**src/hw/ppu_vram_settings.svh**
```systemverilog
`ifndef PPU_VRAM_SETTINGS_SVH
`define PPU_VRAM_SETTINGS_SVH

// memory sizes in bytes
`define PPU_PATTERN_DEPTH   8192
`define PPU_NAMETABLE_DEPTH 2048

// map layout
`define PPU_NAMETABLE_START 16'h2000
`define PPU_NAMETABLE_FOLD  16'h2FFF

// one logical nametable
`define PPU_NAMETABLE_PAGE  1024

`endif

```
**src/hw/ppu_bus_pkg.sv**
```systemverilog
package ppu_bus_pkg;

    // ppu side of the video memory bus

    typedef logic [15:0] ppu_addr_t;    // full 16 bit ppu address space
    typedef logic [7:0]  ppu_data_t;    // one vram byte

    // one bus access as the ppu drives it
    typedef struct packed {
        ppu_addr_t addr;                // address being accessed
        logic      rd_n;                // 0 when ppu is reading
        logic      wr_n;                // 0 when ppu is writing
        ppu_data_t wdata;               // write byte, ignored on reads
    } ppu_access_t;                     // 26 bits

    localparam ppu_access_t PPU_ACCESS_IDLE = '{
        addr:  '0,
        rd_n:  1'b1,
        wr_n:  1'b1,
        wdata: '0
    };                                  // both enables released

endpackage : ppu_bus_pkg

```
**src/hw/ppu_map_pkg.sv**
```systemverilog
package ppu_map_pkg;

    // memory map side, what the decoder hands to each memory

    typedef enum logic {
        REGION_PATTERN   = 1'b0,        // 0x0000 - 0x1fff
        REGION_NAMETABLE = 1'b1         // 0x2000 and up, folded
    } vram_region_e;

    typedef enum logic {
        MIRROR_HORIZONTAL = 1'b0,       // tables 0/1 and 2/3 share a page
        MIRROR_VERTICAL   = 1'b1        // tables 0/2 and 1/3 share a page
    } mirror_mode_e;

    // request seen by a single memory
    typedef struct packed {
        logic                  cs;      // 1 when this memory is selected
        logic                  rd;      // 1 = read, 0 = write
        ppu_bus_pkg::ppu_addr_t addr;   // already folded for the target
        ppu_bus_pkg::ppu_data_t wdata;  // byte to store on a write
    } mem_access_t;                     // 26 bits

    localparam logic MEM_RD = 1'b1;     // direction encodings
    localparam logic MEM_WR = 1'b0;

endpackage : ppu_map_pkg

```
**src/hw/ppu_memory_map.sv**
```systemverilog
`timescale 1ns/1ps

`include "ppu_vram_settings.svh"

module ppu_memory_map (
    input  ppu_bus_pkg::ppu_access_t i_access,         // access from the ppu
    input  ppu_bus_pkg::ppu_data_t   i_pattern_rdata,  // byte read from pattern ram
    input  ppu_bus_pkg::ppu_data_t   i_nametable_rdata,// byte read from nametable vram
    output ppu_map_pkg::mem_access_t o_pattern_req,    // request to pattern ram
    output ppu_map_pkg::mem_access_t o_nametable_req,  // request to nametable vram
    output ppu_bus_pkg::ppu_data_t   o_rdata           // byte back to the ppu
);

    import ppu_bus_pkg::*;
    import ppu_map_pkg::*;

    vram_region_e w_region;             // which memory the address hits
    logic         w_active;             // any enable asserted
    logic         w_rd;                 // direction for both memories
    ppu_addr_t    w_addr;               // address after folding

    assign w_active = ~i_access.rd_n | ~i_access.wr_n;
    assign w_rd     = ~i_access.rd_n ? MEM_RD : MEM_WR;   // read wins if both low

    always_comb
    begin
        if (i_access.addr < `PPU_NAMETABLE_START)
        begin
            w_region = REGION_PATTERN;
            w_addr   = i_access.addr;                      // passes straight through
            o_rdata  = i_pattern_rdata;
        end
        else
        begin
            w_region = REGION_NAMETABLE;
            w_addr   = i_access.addr & `PPU_NAMETABLE_FOLD; // 0x3xxx folds to 0x2xxx
            o_rdata  = i_nametable_rdata;
        end
    end

    always_comb
    begin
        o_pattern_req.cs    = w_active && (w_region == REGION_PATTERN);
        o_pattern_req.rd    = w_rd;
        o_pattern_req.addr  = w_addr;
        o_pattern_req.wdata = i_access.wdata;
    end

    always_comb
    begin
        o_nametable_req.cs    = w_active && (w_region == REGION_NAMETABLE);
        o_nametable_req.rd    = w_rd;
        o_nametable_req.addr  = w_addr;
        o_nametable_req.wdata = i_access.wdata;
    end

endmodule : ppu_memory_map

```
**config.mk**
```make
export PLATFORM = sky130hd
export DESIGN_NAME = ppu_memory_map
export DESIGN_NICKNAME = d
export VERILOG_FILES = /design/src/hw/ppu_bus_pkg.sv /design/src/hw/ppu_map_pkg.sv /design/src/hw/ppu_memory_map.sv
export VERILOG_INCLUDE_DIRS = /design/src /design/src/hw
export SDC_FILE = /design/constraint.sdc
export NUM_CORES = 1
export LEC_CHECK = 0
export BUFFER_PORTS_ARGS = -buffer_cell sky130_fd_sc_hd__buf_2
export CAP_MARGIN = 25
export CORE_ASPECT_RATIO = 0.9
export CORE_MARGIN = 2
export CORE_UTILIZATION = 28
export DETAILED_ROUTE_END_ITERATION = 7
export GPL_TIMING_DRIVEN = 0
export PLACE_DENSITY = 0.95
export SKIP_LAST_GASP = 1
export SLEW_MARGIN = 20
export SYNTH_ARGS = -nofsm -noshare
export SYNTH_HDL_FRONTEND = slang
export SYNTH_SLANG_ARGS = --single-unit
```
**constraint.sdc**
```tcl
create_clock -name vclk -period 2.3
set_input_delay 0.345 -clock vclk [all_inputs]
set_output_delay 0.345 -clock vclk [all_outputs]
set_load 0.005 [all_outputs]
```
==> metrics.yaml, run 1 <==
setup_path:
  critical_path_class: "in -> out"
  critPathMaxFanout: 10
  required_ns: 1.96
  endpoint: "o_rdata[2]"
  worst_setup_path_end_kind: "output port"
  crit_path_start_kind: "primary input"
  crit_arrival_ns: 1.32
  crit_path_start: "i_access[25]"
drt:
  drtIter0Drc: 3
  ant_nets: 0
  drcViolationCount: 0
  dr.pass1.iters: 4
  routed_wl_um: 1590
  wl_per_cell_um: 9.43
  routed_via_density: 3.70
  dr_total_vias: 626
hold_path:
  hold_path.class: "in -> out"
floorplan:
  core-area_sq_um: 1680
  ios: 102
  num_rows: 14
  start_util_pct: 30.1
  fp.dieW_um: 48.8
  die_y_um: 44.4
  fp.dieArea_sq_um: 2170
cts:
  postCtsHoldBufs: 0
  cts.repair.resized: 0
  postCtsSetupRepairBufs: 0
synth:
  seq_area_frac_synth_pct: 0
  synthCells: 64
  synth_cell_types: 9
  syn-cell-area_sq_um: 507
  ys_warn_count: 0
  avgSynthCellArea_sq_um: 7.92
sta:
  hold_viol_final: 0
  fin_crit_ns: 1.66
  setup_viol: 0
  fin_setup_tns_ns: 0
  finalWorstSetupSlack_ns: 0.636
  period_share_pct: 72.3
  slew_violations: 0
  max_freq_mhz: 601
  rsz0062_at_grt: "no"
power_and_ir_drop:
  irDropWorstVdd_mv: 0.0875
  power_leakage_uw: 0.000611
  cellPowerDensity_nw_per_um2: 168
global_route:
  grt_max_degree: 11
  grt_pass1_vias: 579
  track_usage_pct: 12.8
  antenna_found_initial: 0
  grt_pass1_wl_um: 2290
  grt-ovfl-total: 0
cells_and_area:
  numSequentialCells: 0
  nNetsFinal: 189
  syn2layout_area_growth_pct: 85.2
  fillCellCount: 163
  diodes: 0
  final_common_cell: "buf_2"
  final_cell_mix: "78 x buf_2, 49 x buf_4, 8 x mux2_2"
  multi_input_area_sq_um: 135
  drive_gt1_share_pct: 95.2
  regArea_sq_um: 0
  clock_buffers: 0
placed_design:
  place_congestion: 0.691
  place_hpwl_um: 1510
  pre_cts_ws_ns: 0.616
  numPortBuffers: 78
job:
  drv_cap: 0
outcome:
  status: "finished, final reports clean"
[cell usage after synthesis, drive strengths merged]
cell / count / area share (%)
buf: 50 / 75
mux2: 8 / 18
a21boi: 1 / 1.5
a21oi: 1 / 0.99
and2: 1 / 1.5
conb: 1 / 0.74
inv: 1 / 0.74
nor3: 1 / 2.0
[worst min path at each step]
| stage | startpoint | to | slack [ns] | cells after the start |
|---|---|---|---|---|
| after CTS | i_access[13] | o_nametable_req[11] | 0.86 | 2 |
| after global routing | i_access[13] | o_nametable_req[11] | 0.86 | 2 |
| after floorplan | i_access[8] | o_nametable_req[25] | 0.74 | 1 |
| after detailed placement | i_access[6] | o_nametable_req[6] | 0.86 | 2 |
| final | i_access[13] | o_nametable_req[11] | 0.86 | 2 |
| after global placement | i_access[20] | o_nametable_req[18] | 0.86 | 2 |
[kinds of logic after synthesis]
group	count (synthesis)	synth area share [%]
other	1	0.740
AOI/OAI and AO/OA	2	2.47
buffers and inverters	51	75.6
and+or+nand+nor	2	3.46
muxes	8	17.8
[critical path, cell delays in order]
cell    delay [ns]
buf_2         0.10
nor3_2        0.23
buf_6         0.18
mux2_2        0.34
buf_2         0.13
[routing by layer]
| layer | part of all wire, % | up-vias | global-route usage, % |
|---|---|---|---|
| met1 | 31 | 256 | 12.2 |
| met5 | 0 | - | 0 |
| li1 | - | 310 | - |
| met2 | 54 | 60 | 29.3 |
| met3 | 15 | 0 | 3.04 |
| met4 | 0 | 0 | 0 |
[through the flow]
stage	util [%]	hold slack, ns	std cells	area (sq um)	power [uW]
2_1_floorplan	-	0.741	67	518	88.0
3_3_place_gp	55.8	0.857	169	938	156
3_5_place_dp	55.8	0.856	169	938	159
4_1_cts	55.8	0.857	169	938	160
5_1_grt	55.8	0.858	169	938	170
6_report	55.8	0.855	169	938	158
[cell type report]
cell class	instances	share of cell area, %
buffer	50	40.4
inverter	1	0.400
multi-input combinational	16	14.4
tap	24	3.20
timing repair buffer	78	41.6
[power breakdown]
| group | switching (uW) | internal, uW | total [uW] |
|---|---|---|---|
| Clock | 0 | 0 | 0 |
| Combinational | 48.7 | 109 | 158 |
| Sequential | 0 | 0 | 0 |
Power figures use the tool's default switching activity.
==> inputs of run 2 (changes only) <==
CORE_UTILIZATION = 24   (was 28)
PLACE_DENSITY = 0.92   (was 0.95)
clock period = 1.5 ns   (was 2.3 ns; I/O delays follow)
==> metrics.yaml, run 2 (synthesized netlist as in run 1, its figures left out) <==
power_and_ir_drop:
  power_leakage_uw: 0.000611  # unchanged
  irDropWorstVdd_mv: 0.126  # +44%
  total_power_uw: 240  # +52%
  cellPowerDensity_nw_per_um2: 256  # +52%
floorplan:
  num_rows: 15  # +1
  fp.dieArea_sq_um: 2500  # +15%
  fp.dieW_um: 52.4  # +7.4%
  ios: 102  # unchanged
  core-area_sq_um: 1950  # +16%
  die_y_um: 47.6  # +7.3%
  start_util_pct: 26.0  # -4.2 points
global_route:
  track_usage_pct: 8.65  # -4.2 points
  grt_max_degree: 11  # unchanged
  antenna_found_initial: 0  # unchanged
  grt_pass1_vias: 443  # -23%
  grt_pass1_wl_um: 1680  # -27%
  grt-ovfl-total: 0  # unchanged
placed_design:
  place_congestion: 0.600  # -13%
  place_hpwl_um: 1410  # -6.3%
  numPortBuffers: 78  # unchanged
  dp_cells: 170  # +0.59%
setup_path:
  required_ns: 1.27  # -0.69 ns
  crit_arrival_ns: 1.22  # -0.10 ns
  critPathMaxFanout: 10  # unchanged
  crit_path_start_kind: "primary input"
  critical_path_class: "in -> out"
  worst_setup_path_end_kind: "output port"
sta:
  hold_viol_final: 0  # unchanged
  setup_viol: 0  # unchanged
  slew_violations: 0  # unchanged
  fin_setup_tns_ns: 0  # unchanged
  max_freq_mhz: 694
  period_share_pct: 96.1
  rsz0062_at_grt: "no"
  fin_crit_ns: 1.44
cells_and_area:
  regArea_sq_um: 0  # unchanged
  final_common_cell: "buf_2"
  clock_buffers: 0  # unchanged
  nNetsFinal: 189  # unchanged
  syn2layout_area_growth_pct: 85.4
  fin_cells: 170  # +0.59%
  diodes: 0  # unchanged
  final_cell_mix: "78 x buf_2, 49 x buf_4, 8 x mux2_2"
  drive_gt1_share_pct: 95.2  # unchanged
  multi_input_area_sq_um: 135  # unchanged
  fillCellCount: 208  # +28%
  numSequentialCells: 0  # unchanged
  fin_util_pct: 48.1  # -7.7 points
drt:
  ant_nets: 0  # unchanged
  drtIter0Drc: 0  # -3
  routed_wl_um: 1460  # -8.6%
  wl_per_cell_um: 8.56  # -9.1%
  routed_via_density: 3.59  # -3.1%
  dr.pass1.iters: 1  # -3
  drcViolationCount: 0  # unchanged
  dr_total_vias: 610  # -2.6%
cts:
  cts.repair.resized: 0  # unchanged
  postCtsHoldBufs: 0  # unchanged
  postCtsSetupRepairBufs: 0  # unchanged
hold_path:
  hold_path.class: "in -> out"
job:
  drv_cap: 0  # unchanged
outcome:
  status: "finished, final reports clean"
==> run 2: cell counts in the layout (fill, tap and decap cells not counted) <==
Identical to the previous run, type by type.
==> run 2: worst paths after layout <==
check	start	end	slack, ns	depth (start not counted)
worst max-delay path	i_access[25]	o_rdata[4]	0.06	5
worst min-delay path	i_access[16]	o_pattern_req[14]	0.62	2
==> run 2: worst max-delay path, cell delays in order <==
cell and delay [ns]:
buf_2 0.10, nor3_2 0.24, buf_6 0.18, mux2_2 0.34, buf_2 0.13
==> run 2: routing by layer <==
layer | vias up | wire length (um) | GRT usage [%]
met1 | 238 | 451 | 8.52
met5 | - | 0 | 0
li1 | 310 | - | -
met4 | 0 | 0 | 0
met2 | 62 | 681 | 19.0
met3 | 0 | 323 | 2.50
==> run 2: final cells by class <==
| cell class | instances | share of cell area [%] |
|---|---|---|
| buffer | 50 | 40.3 |
| timing repair buffer | 78 | 41.5 |
| inverter | 1 | 0.399 |
| tap | 25 | 3.33 |
| multi-input combinational | 16 | 14.4 |
==> run 2: stage by stage <==
stage | hold WS, ns | area (sq um) | worst slack (ns)
after floorplan | 0.501 | 518 | 0.347
after CTS | 0.617 | 940 | 0.0381
after global placement | 0.616 | 940 | 0.0754
after global routing | 0.618 | 940 | 0.00425
final | 0.615 | 940 | 0.0585
after detailed placement | 0.617 | 940 | 0.0394
==> run 2: report_power, final <==
part / leakage [uW] / switching, uW / internal [uW] / total [uW]
Combinational: 0.000611 / 73.1 / 167 / 240
Sequential: 0 / 0 / 0 / 0
Clock: 0 / 0 / 0 / 0
Total: 0.000611 / 73.1 / 167 / 240
